==> src/rv_core_pkg.sv <==
`default_nettype none

package rv_core_pkg;

    // Datapath and address width
    localparam int xlen = 64;

    // Instruction word width
    localparam int ilen = 32;

    // Major opcodes, instruction bits 6:0
    localparam logic [6:0] opc_lui    = 7'b0110111;    // LUI
    localparam logic [6:0] opc_op_imm = 7'b0010011;    // Integer register-immediate group
    localparam logic [6:0] opc_load   = 7'b0000011;    // Loads
    localparam logic [6:0] opc_store  = 7'b0100011;    // Stores

    // funct3 values we care about
    localparam logic [2:0] f3_addi  = 3'b000;
    localparam logic [2:0] f3_dword = 3'b011;          // 64-bit width for LD and SD

    // MRET is matched on the whole word
    localparam logic [ilen-1:0] mret_word = 32'h30200073;

    // Operations seen by execute, anything unknown becomes op_nop
    typedef enum logic [2:0] {
        op_nop  = 3'd0,
        op_lui  = 3'd1,
        op_addi = 3'd2,
        op_ld   = 3'd3,
        op_sd   = 3'd4,
        op_mret = 3'd5
    } op_t;

    // Decoded instruction in the ir stage
    typedef struct packed {
        logic            valid;     // Word is live, cleared by reset or flush
        op_t             op;
        logic [4:0]      rd;
        logic [4:0]      rs1;
        logic [4:0]      rs2;
        logic [xlen-1:0] imm;       // Already sign-extended for the format
        logic [xlen-1:0] pc;        // Fetch address of this word
    } decoded_t;

    // One-beat data bus request
    typedef struct packed {
        logic            read;      // Data returns on the following cycle
        logic            write;
        logic [xlen-1:0] addr;
        logic [xlen-1:0] wdata;
    } bus_req_t;

    // Register file write
    typedef struct packed {
        logic            en;
        logic [4:0]      rd;
        logic [xlen-1:0] data;
    } wb_t;

    // Defaults for the top-level parameters
    localparam logic [xlen-1:0] default_reset_pc    = 64'h1000;  // First fetch
    localparam logic [xlen-1:0] default_trap_vector = 64'h0;     // Interrupt handler entry

endpackage

`default_nettype wire

==> src/rv_decode.sv <==
`timescale 1ns/1ns
`default_nettype none

module rv_decode (
    input  logic                                clk,
    input  logic                                reset,
    input  logic [rv_core_pkg::ilen-1:0]        instruction,   // Word at fetch_pc
    input  logic [rv_core_pkg::xlen-1:0]        fetch_pc,
    input  logic                                flush,         // Kill the word being fetched
    output rv_core_pkg::decoded_t               ir
);
    import rv_core_pkg::*;

    logic            word_valid;
    logic [ilen-1:0] word;
    logic [xlen-1:0] word_pc;

    // Fields of the registered word
    logic [6:0]      opcode;
    logic [2:0]      funct3;

    // Immediates for each format
    logic [xlen-1:0] imm_u;
    logic [xlen-1:0] imm_i;
    logic [xlen-1:0] imm_s;

    // Valid bit, the only control state here
    always_ff @(posedge clk or negedge reset) begin
        if (!reset) begin
            word_valid <= 1'b0;
        end else begin
            word_valid <= !flush;           // Redirect or stall drops this fetch
        end
    end

    // Fetched word and its address
    always_ff @(posedge clk) begin
        word    <= instruction;
        word_pc <= fetch_pc;
    end

    assign opcode = word[6:0];
    assign funct3 = word[14:12];

    // U form, upper 20 bits then sign-extend from bit 31
    assign imm_u = {{32{word[31]}}, word[31:12], 12'b0};
    // I form
    assign imm_i = {{52{word[31]}}, word[31:20]};
    // S form, split immediate
    assign imm_s = {{52{word[31]}}, word[31:25], word[11:7]};

    always_comb begin
        ir.valid = word_valid;
        ir.rd    = word[11:7];
        ir.rs1   = word[19:15];
        ir.rs2   = word[24:20];
        ir.pc    = word_pc;
        ir.op    = op_nop;          // Unknown encodings retire as no-ops
        ir.imm   = imm_i;

        case (opcode)
            opc_lui: begin
                ir.op  = op_lui;
                ir.imm = imm_u;
            end
            opc_op_imm: begin
                if (funct3 == f3_addi) begin
                    ir.op = op_addi;
                end
            end
            opc_load: begin
                if (funct3 == f3_dword) begin
                    ir.op = op_ld;  // Byte/word loads are not supported
                end
            end
            opc_store: begin
                ir.imm = imm_s;
                if (funct3 == f3_dword) begin
                    ir.op = op_sd;
                end
            end
            default: begin
                // SYSTEM group, only the exact MRET word counts
                if (word == mret_word) begin
                    ir.op = op_mret;
                end
            end
        endcase
    end

endmodule

`default_nettype wire

==> src/rv_execute.sv <==
`timescale 1ns/1ns
`default_nettype none

module rv_execute #(
    parameter logic [rv_core_pkg::xlen-1:0] reset_pc    = rv_core_pkg::default_reset_pc,
    parameter logic [rv_core_pkg::xlen-1:0] trap_vector = rv_core_pkg::default_trap_vector
) (
    input  logic                                clk,
    input  logic                                reset,
    input  rv_core_pkg::decoded_t               ir,
    input  logic [rv_core_pkg::xlen-1:0]        rs1_data,
    input  logic [rv_core_pkg::xlen-1:0]        rs2_data,
    input  logic                                interrupt_req,      // Level
    input  logic [rv_core_pkg::xlen-1:0]        bus_read_data,      // Valid cycle after read
    output logic [rv_core_pkg::xlen-1:0]        pc,
    output logic                                flush,
    output logic [4:0]                          rs1_addr,
    output logic [4:0]                          rs2_addr,
    output rv_core_pkg::bus_req_t               bus,
    output rv_core_pkg::wb_t                    wb,
    output logic                                interrupt_ack,      // One-cycle strobe
    output logic                                interrupt_pending
);
    import rv_core_pkg::*;

    logic            bubble;        // Cycle after a redirect or stall
    logic            ld_step;       // Load data arrives this cycle
    logic [4:0]      ld_rd;         // Destination held across the load
    logic [xlen-1:0] mepc;          // Return address for MRET

    logic            live;
    logic            take_irq;
    logic            do_lui;
    logic            do_addi;
    logic            do_ld;
    logic            do_sd;
    logic            do_mret;
    logic            stall;
    logic [xlen-1:0] sum;           // rs1 + imm, ADDI result and bus address
    logic [xlen-1:0] pc_next;

    // Register reads come straight from the decoded fields
    assign rs1_addr = ir.rs1;
    assign rs2_addr = ir.rs2;

    // An instruction counts only outside bubbles and open load steps
    assign live = ir.valid && !bubble && !ld_step;

    // Interrupt wins over the instruction in ir, which is replayed after MRET
    assign take_irq = live && interrupt_req && !interrupt_pending;

    assign do_lui  = live && !take_irq && (ir.op == op_lui);
    assign do_addi = live && !take_irq && (ir.op == op_addi);
    assign do_ld   = live && !take_irq && (ir.op == op_ld);
    assign do_sd   = live && !take_irq && (ir.op == op_sd);
    assign do_mret = live && !take_irq && (ir.op == op_mret);

    assign stall = do_ld || do_sd;              // Bus op holds pc for one cycle

    // Word being fetched now is on the wrong path or must be refetched
    assign flush = take_irq || stall || do_mret;

    assign sum = rs1_data + ir.imm;

    // Next pc selection
    always_comb begin
        if (take_irq) begin
            pc_next = trap_vector;
        end else if (do_mret) begin
            pc_next = mepc;
        end else if (stall) begin
            pc_next = pc;                       // Refetch the word after the bus op
        end else begin
            pc_next = pc + 64'd4;
        end
    end

    // Bus strobes are combinational, one cycle each
    always_comb begin
        bus = '0;
        if (do_ld) begin
            bus.read = 1'b1;
            bus.addr = sum;
        end
        if (do_sd) begin
            bus.write = 1'b1;
            bus.addr  = sum;
            bus.wdata = rs2_data;               // Bypassed by the register file
        end
    end

    // Control state and registered writeback
    always_ff @(posedge clk or negedge reset) begin
        if (!reset) begin
            pc                <= reset_pc;
            bubble            <= 1'b0;
            ld_step           <= 1'b0;
            interrupt_ack     <= 1'b0;
            interrupt_pending <= 1'b0;
            wb                <= '0;
        end else begin
            pc            <= pc_next;
            bubble        <= flush;
            ld_step       <= do_ld;             // Second cycle of LD
            interrupt_ack <= take_irq;

            if (take_irq) begin
                interrupt_pending <= 1'b1;
            end else if (do_mret) begin
                interrupt_pending <= 1'b0;
            end

            wb.en <= do_lui || do_addi || ld_step;
            if (ld_step) begin
                wb.rd   <= ld_rd;
                wb.data <= bus_read_data;       // Sampled a cycle after the strobe
            end else begin
                wb.rd   <= ir.rd;
                wb.data <= do_lui ? ir.imm : sum;
            end
        end
    end

    // Return address and load destination
    always_ff @(posedge clk) begin
        if (take_irq) begin
            mepc <= ir.pc;                      // Interrupted instruction reruns
        end
        if (do_ld) begin
            ld_rd <= ir.rd;
        end
    end

endmodule

`default_nettype wire

==> src/rv_result.sv <==
`timescale 1ns/1ns
`default_nettype none

module rv_result (
    input  logic                                clk,
    input  logic                                reset,
    input  rv_core_pkg::wb_t                    wb,
    input  logic [4:0]                          rs1_addr,
    input  logic [4:0]                          rs2_addr,
    output logic [rv_core_pkg::xlen-1:0]        rs1_data,
    output logic [rv_core_pkg::xlen-1:0]        rs2_data
);
    import rv_core_pkg::*;

    // x1..x31, x0 has no storage
    logic [xlen-1:0] regs [1:31];

    always_ff @(posedge clk or negedge reset) begin
        if (!reset) begin
            for (int i = 1; i < 32; i++) begin
                regs[i] <= '0;
            end
        end else if (wb.en && (wb.rd != 5'd0)) begin
            regs[wb.rd] <= wb.data;     // Writes to x0 dropped
        end
    end

    // Read with bypass of the write landing this cycle
    function automatic logic [xlen-1:0] read_port(input logic [4:0] addr);
        logic [xlen-1:0] value;
        if (addr == 5'd0) begin
            value = '0;
        end else if (wb.en && (wb.rd == addr)) begin
            value = wb.data;
        end else begin
            value = regs[addr];
        end
        return value;
    endfunction

    always_comb begin
        rs1_data = read_port(rs1_addr);
    end

    always_comb begin
        rs2_data = read_port(rs2_addr);
    end

endmodule

`default_nettype wire

==> src/rv_core.sv <==
`timescale 1ns/1ns
`default_nettype none

module rv_core #(
    parameter logic [rv_core_pkg::xlen-1:0] reset_pc    = rv_core_pkg::default_reset_pc,
    parameter logic [rv_core_pkg::xlen-1:0] trap_vector = rv_core_pkg::default_trap_vector
) (
    input  logic                                clk,
    input  logic                                reset,
    input  logic [rv_core_pkg::ilen-1:0]        instruction,    // Word at pc, same cycle
    output logic [rv_core_pkg::xlen-1:0]        pc,
    output rv_core_pkg::bus_req_t               bus,
    input  logic [rv_core_pkg::xlen-1:0]        bus_read_data,
    input  logic                                interrupt_req,
    output logic                                interrupt_ack,
    output logic                                interrupt_pending
);
    import rv_core_pkg::*;

    decoded_t        ir;            // Decode to execute
    wb_t             wb;            // Execute to register file
    logic            flush;
    logic [4:0]      rs1_addr;
    logic [4:0]      rs2_addr;
    logic [xlen-1:0] rs1_data;
    logic [xlen-1:0] rs2_data;

    // Instruction register stage
    rv_decode u_decode (
        .clk         (clk),
        .reset       (reset),
        .instruction (instruction),
        .fetch_pc    (pc),
        .flush       (flush),
        .ir          (ir)
    );

    // PC, interrupt and bus control
    rv_execute #(
        .reset_pc    (reset_pc),
        .trap_vector (trap_vector)
    ) u_execute (
        .clk               (clk),
        .reset             (reset),
        .ir                (ir),
        .rs1_data          (rs1_data),
        .rs2_data          (rs2_data),
        .interrupt_req     (interrupt_req),
        .bus_read_data     (bus_read_data),
        .pc                (pc),
        .flush             (flush),
        .rs1_addr          (rs1_addr),
        .rs2_addr          (rs2_addr),
        .bus               (bus),
        .wb                (wb),
        .interrupt_ack     (interrupt_ack),
        .interrupt_pending (interrupt_pending)
    );

    // Register file
    rv_result u_result (
        .clk      (clk),
        .reset    (reset),
        .wb       (wb),
        .rs1_addr (rs1_addr),
        .rs2_addr (rs2_addr),
        .rs1_data (rs1_data),
        .rs2_data (rs2_data)
    );

endmodule

`default_nettype wire

==> config.mk <==
export PLATFORM = sky130hd
export DESIGN_NAME = rv_core
export DESIGN_NICKNAME = d
export VERILOG_FILES = /design/src/rv_core_pkg.sv /design/src/rv_decode.sv /design/src/rv_execute.sv /design/src/rv_result.sv /design/src/rv_core.sv
export SDC_FILE = /design/constraint.sdc
export NUM_CORES = 2
export LEC_CHECK = 0
export BUFFER_PORTS_ARGS = -buffer_cell sky130_fd_sc_hd__buf_4
export CORE_ASPECT_RATIO = 0.6
export CORE_MARGIN = 1
export CORE_UTILIZATION = 55
export DETAILED_ROUTE_END_ITERATION = 7
export GPL_TIMING_DRIVEN = 0
export HOLD_SLACK_MARGIN = 0.1
export PLACE_DENSITY = 0.71
export SLEW_MARGIN = 20
export SYNTH_ARGS = -nofsm -noshare
export SYNTH_HDL_FRONTEND = slang
export SYNTH_SLANG_ARGS = --single-unit
==> constraint.sdc <==
create_clock -name clk -period 6.43 [get_ports clk]
set_input_delay 0.3215 -clock clk [delete_from_list [all_inputs] [get_ports clk]]
set_output_delay 0.3215 -clock clk [all_outputs]
set_load 0.03 [all_outputs]
==> reports/results.txt <==
crit path setup slack, layout -> -0.8285 ns
Top FF cell, synth -> dfrtp_1
Pins Over Slew Limit -> 0
area share of and/or/nand/nor cells after synthesis -> 0.03441
initial antenna violation count -> 36
Setup Crit Path Kind -> flip-flop to output pin
fin nets -> 9,425
Cell variety after synth -> 76
largest net degree at the start of global routing -> 151
router iterations before antenna repair -> 8
share of layout cells above drive strength 1 -> 0.4993
total grt overflow -> 0
post-synthesis mux area share -> 0.4177
CP Launch Type -> flip-flop
failing checks -> setup timing
Synth Area in XOR/XNOR -> 0.005082
status -> finished with violations
Worst setup EP type -> output pin
Compound-Gate Fraction of Synth Area -> 0.04134
placed cell areas -> 0.1304 mm²
Crit path arrival time -> 6.94 ns
Total GRT Usage -> 0.4321
Final Cell Area -> 0.1432 mm²
TritonCTS sink count -> 2,288
Post-Synthesis Cells -> 8,459
Area Growth Syn to Fin -> 17.04%
Synth Warn # -> 0
GP Congestion -> 1.022
Peak VDD IR -> 201.5 µV
clk_lat worst skew -> 0.92 ns
asr flop ratio synth -> 0.9279
Core Box Area -> 0.2200 mm²
#FFs+latches synth -> 2,288
Initial Util -> 0.5562
die area -> 0.2244 mm²
max frequency -> 137.8 MHz
commonest non-fill, non-tap cells in the layout -> dfrtp_1 (2,122), mux2_2 (2,119), mux4_2 (1,152)
RSZ-0062 raised after global routing -> true
synthesized net count -> 8,623
most common cell after layout, fill and taps aside -> dfrtp_1
Die W -> 610.9 µm
worst endpoint required time -> 6.11 ns
Hold Fails Final Rpt -> 0
Post-Syn Area -> 0.1224 mm²
EDFF count, synth -> 69
antenna viol nets, final -> 0
DR DRC count -> 0
H-Tree Depth -> 4
Period Utilization, post-route -> 1.129
total wire length -> 485,200 µm
DP HPWL -> 360,800 µm
HP Class -> primary input to async pin
Max Root-Sink Buffers -> 4
DRT iter0 DRCs -> 13,850
slew of the pin with the lowest slew margin -> 1.341 ns
number of global-route vias before repair -> 88,440
CTS tree -> yes
Power per Cell Area -> 223.0 mW/mm²
Clock Skew -> 0.06533 ns
register area share after synthesis -> 0.4668
min cycle time layout -> 7.259 ns
I/O Pins -> 295
Lkg Pwr -> 65.25 nW
Slew HR -> 0.1063
DR WL/cell -> 39.00 µm
root cell of the clock tree -> clkbuf_16
Clk pin slew, worst setup/hold paths -> 0.07 ns
die height -> 367.4 µm
total power draw -> 31.94 mW
adder-cell share of the synthesized area -> 0.006708
largest family of logic cells by synthesized area -> multiplexers
TritonCTS Buffers -> 220
Avg Cell Area, Syn -> 14.47 µm²
worst-path maximum fanout -> 8
via count -> 89,650
vias per std cell -> 7.206
buffers added on ports -> 294
maxcap violations -> 0
Setup-failing EPs final -> 50
first-pass GRT wire length -> 677,500 µm
Fill cells -> 15,820
row count -> 133
[per-stage QoR]
step | instances | utilization | setup TNS (ns) | hold WS (ns) | worst slack (ns)
finish | 12440 | 0.6510 | -20.53 | 0.08957 | -0.8285
global route | 12410 | 0.6506 | -22.01 | 0.1317 | -0.8477
CTS | 12340 | 0.6414 | -20.48 | 0.1015 | -0.7148
detailed placement | 11790 | 0.5928 | -280.70 | 0.3607 | -3.431
global placement | 11720 | 0.5831 | - | 0.3847 | -21.82
floorplan | 8459 | - | 0 | 0.02591 | 0.1824
[cell usage after synthesis (43+ instances only)]
master,n,area [µm²]
nor2_1,434,1629
and2_1,52,325.3
buf_2,52,260.3
mux4_2,1152,25940
dfxtp_1,96,1922
dfrtp_1,2122,53100
a22o_1,136,1191
nor3_1,43,215.2
mux2i_1,130,1301
ha_1,64,800.8
o21ai_0,219,1096
a21oi_1,315,1577
a21o_1,57,427.9
nand2_1,186,698.2
edfxtp_1,69,2072
buf_1,106,397.9
mux2_2,2119,23860
clkbuf_1,694,2605
[layer usage]
layer  track usage  vias to the layer above  wire length, µm  share of wire
li1              -                    33990                -              -
met4        0.2106                       36            27980          0.058
met5      0.004470                        -              419        0.00086
met2        0.5370                     6883           185500           0.38
met3        0.2451                     1272            84710           0.17
met1        0.5983                    47470           186600           0.38
[report_power, final]
group | internal, mW | switching (mW) | total (mW)
registers | 14.7 | 0.298 | 15.0
logic | 1.08 | 2.06 | 3.14
clock network | 7.65 | 6.13 | 13.8
[critical path, cell delays in order (launching register included)]
cell       delay [ns]
dfxtp_4          0.39
buf_12           0.12
clkbuf_16        0.18
clkbuf_16        0.20
buf_16           0.21
buf_12           0.16
mux4_2           0.51
mux4_2           0.57
mux2i_2          0.23
nor2_1           0.06
a21oi_1          0.15
nor2_1           0.07
ha_1             0.31
buf_4            0.16
o21ai_0          0.37
nor4_2           0.07
o21ai_1          0.20
o211ai_1         0.12
buf_4            0.17
o311a_4          0.34
o31ai_4          0.35
o221a_4          0.29
o31a_1           0.23
nor2_2           0.07
o21a_1           0.18
nor3_2           0.15
buf_6            0.19
[sequential cells by signal (all words and copies together) (netlist names)]
name                         count
u_execute.ld_step                1
u_execute.interrupt_ack          1
u_execute.interrupt_pending      1
u_execute.wb                    70
u_execute.pc                    64
u_decode.word_valid              1
u_decode.word_pc                64
u_execute.ld_rd                  5
u_execute.mepc                  64
u_execute.bubble                 1
u_result.regs                 1984
u_decode.word                   32
[worst paths after layout]
| check | from | cells after the start | endpoint | slack [ns] |
|---|---|---|---|---|
| max | u_decode.word[15] | 26 | bus[126] | -0.83 |
| min | reset | 2 | u_result.regs[1757] | 0.09 |
| max reg2reg | u_decode.word[15] | 24 | u_execute.wb[34] | -0.01 |
| min reg2reg | u_decode.word_pc[59] | 0 | u_execute.mepc[59] | 0.36 |
| max in group asynchronous | reset | 7 | u_result.regs[1723] | 2.69 |
| min in group clk | instruction[27] | 2 | u_decode.word[27] | 0.13 |
[timing repair]
| item | in CTS | in global routing |
|---|---|---|
| buffers inserted | 50 | 78 |
| setup endpoints to repair | 188 | 76 |
| gates cloned | 2 | 1 |
| hold endpoints to repair | 347 | 0 |
| gates resized for setup | 458 | 313 |
| pin swaps | 38 | 97 |
| hold buffers | 115 | 0 |
[cell type report]
type / count / area [µm²] / share of cell area
multi-input combinational: 5281 / 63870 / 0.4460
sequential: 2288 / 57130 / 0.3989
timing repair buffer: 608 / 6474 / 0.04520
clock buffer: 286 / 6207 / 0.04334
buffer: 829 / 4398 / 0.03071
tap: 2970 / 3716 / 0.02595
clock inverter: 109 / 1195 / 0.008344
inverter: 33 / 126.4 / 0.0008824
antenna: 37 / 92.59 / 0.0006465
[logic make-up (layout without fill, tap and decap cells)]
kind of cell	Yosys count	in the layout
multiplexers	3401	3401
AO/OA/AOI/OAI	821	821
other	0	37
flip-flops	2288	2288
AND/OR/NAND/NOR	923	923
adder cells (fa/ha/maj)	65	65
buffers and inverters	890	1865
XOR/XNOR	71	71
Note: power is estimated with default switching activity, not from simulation.
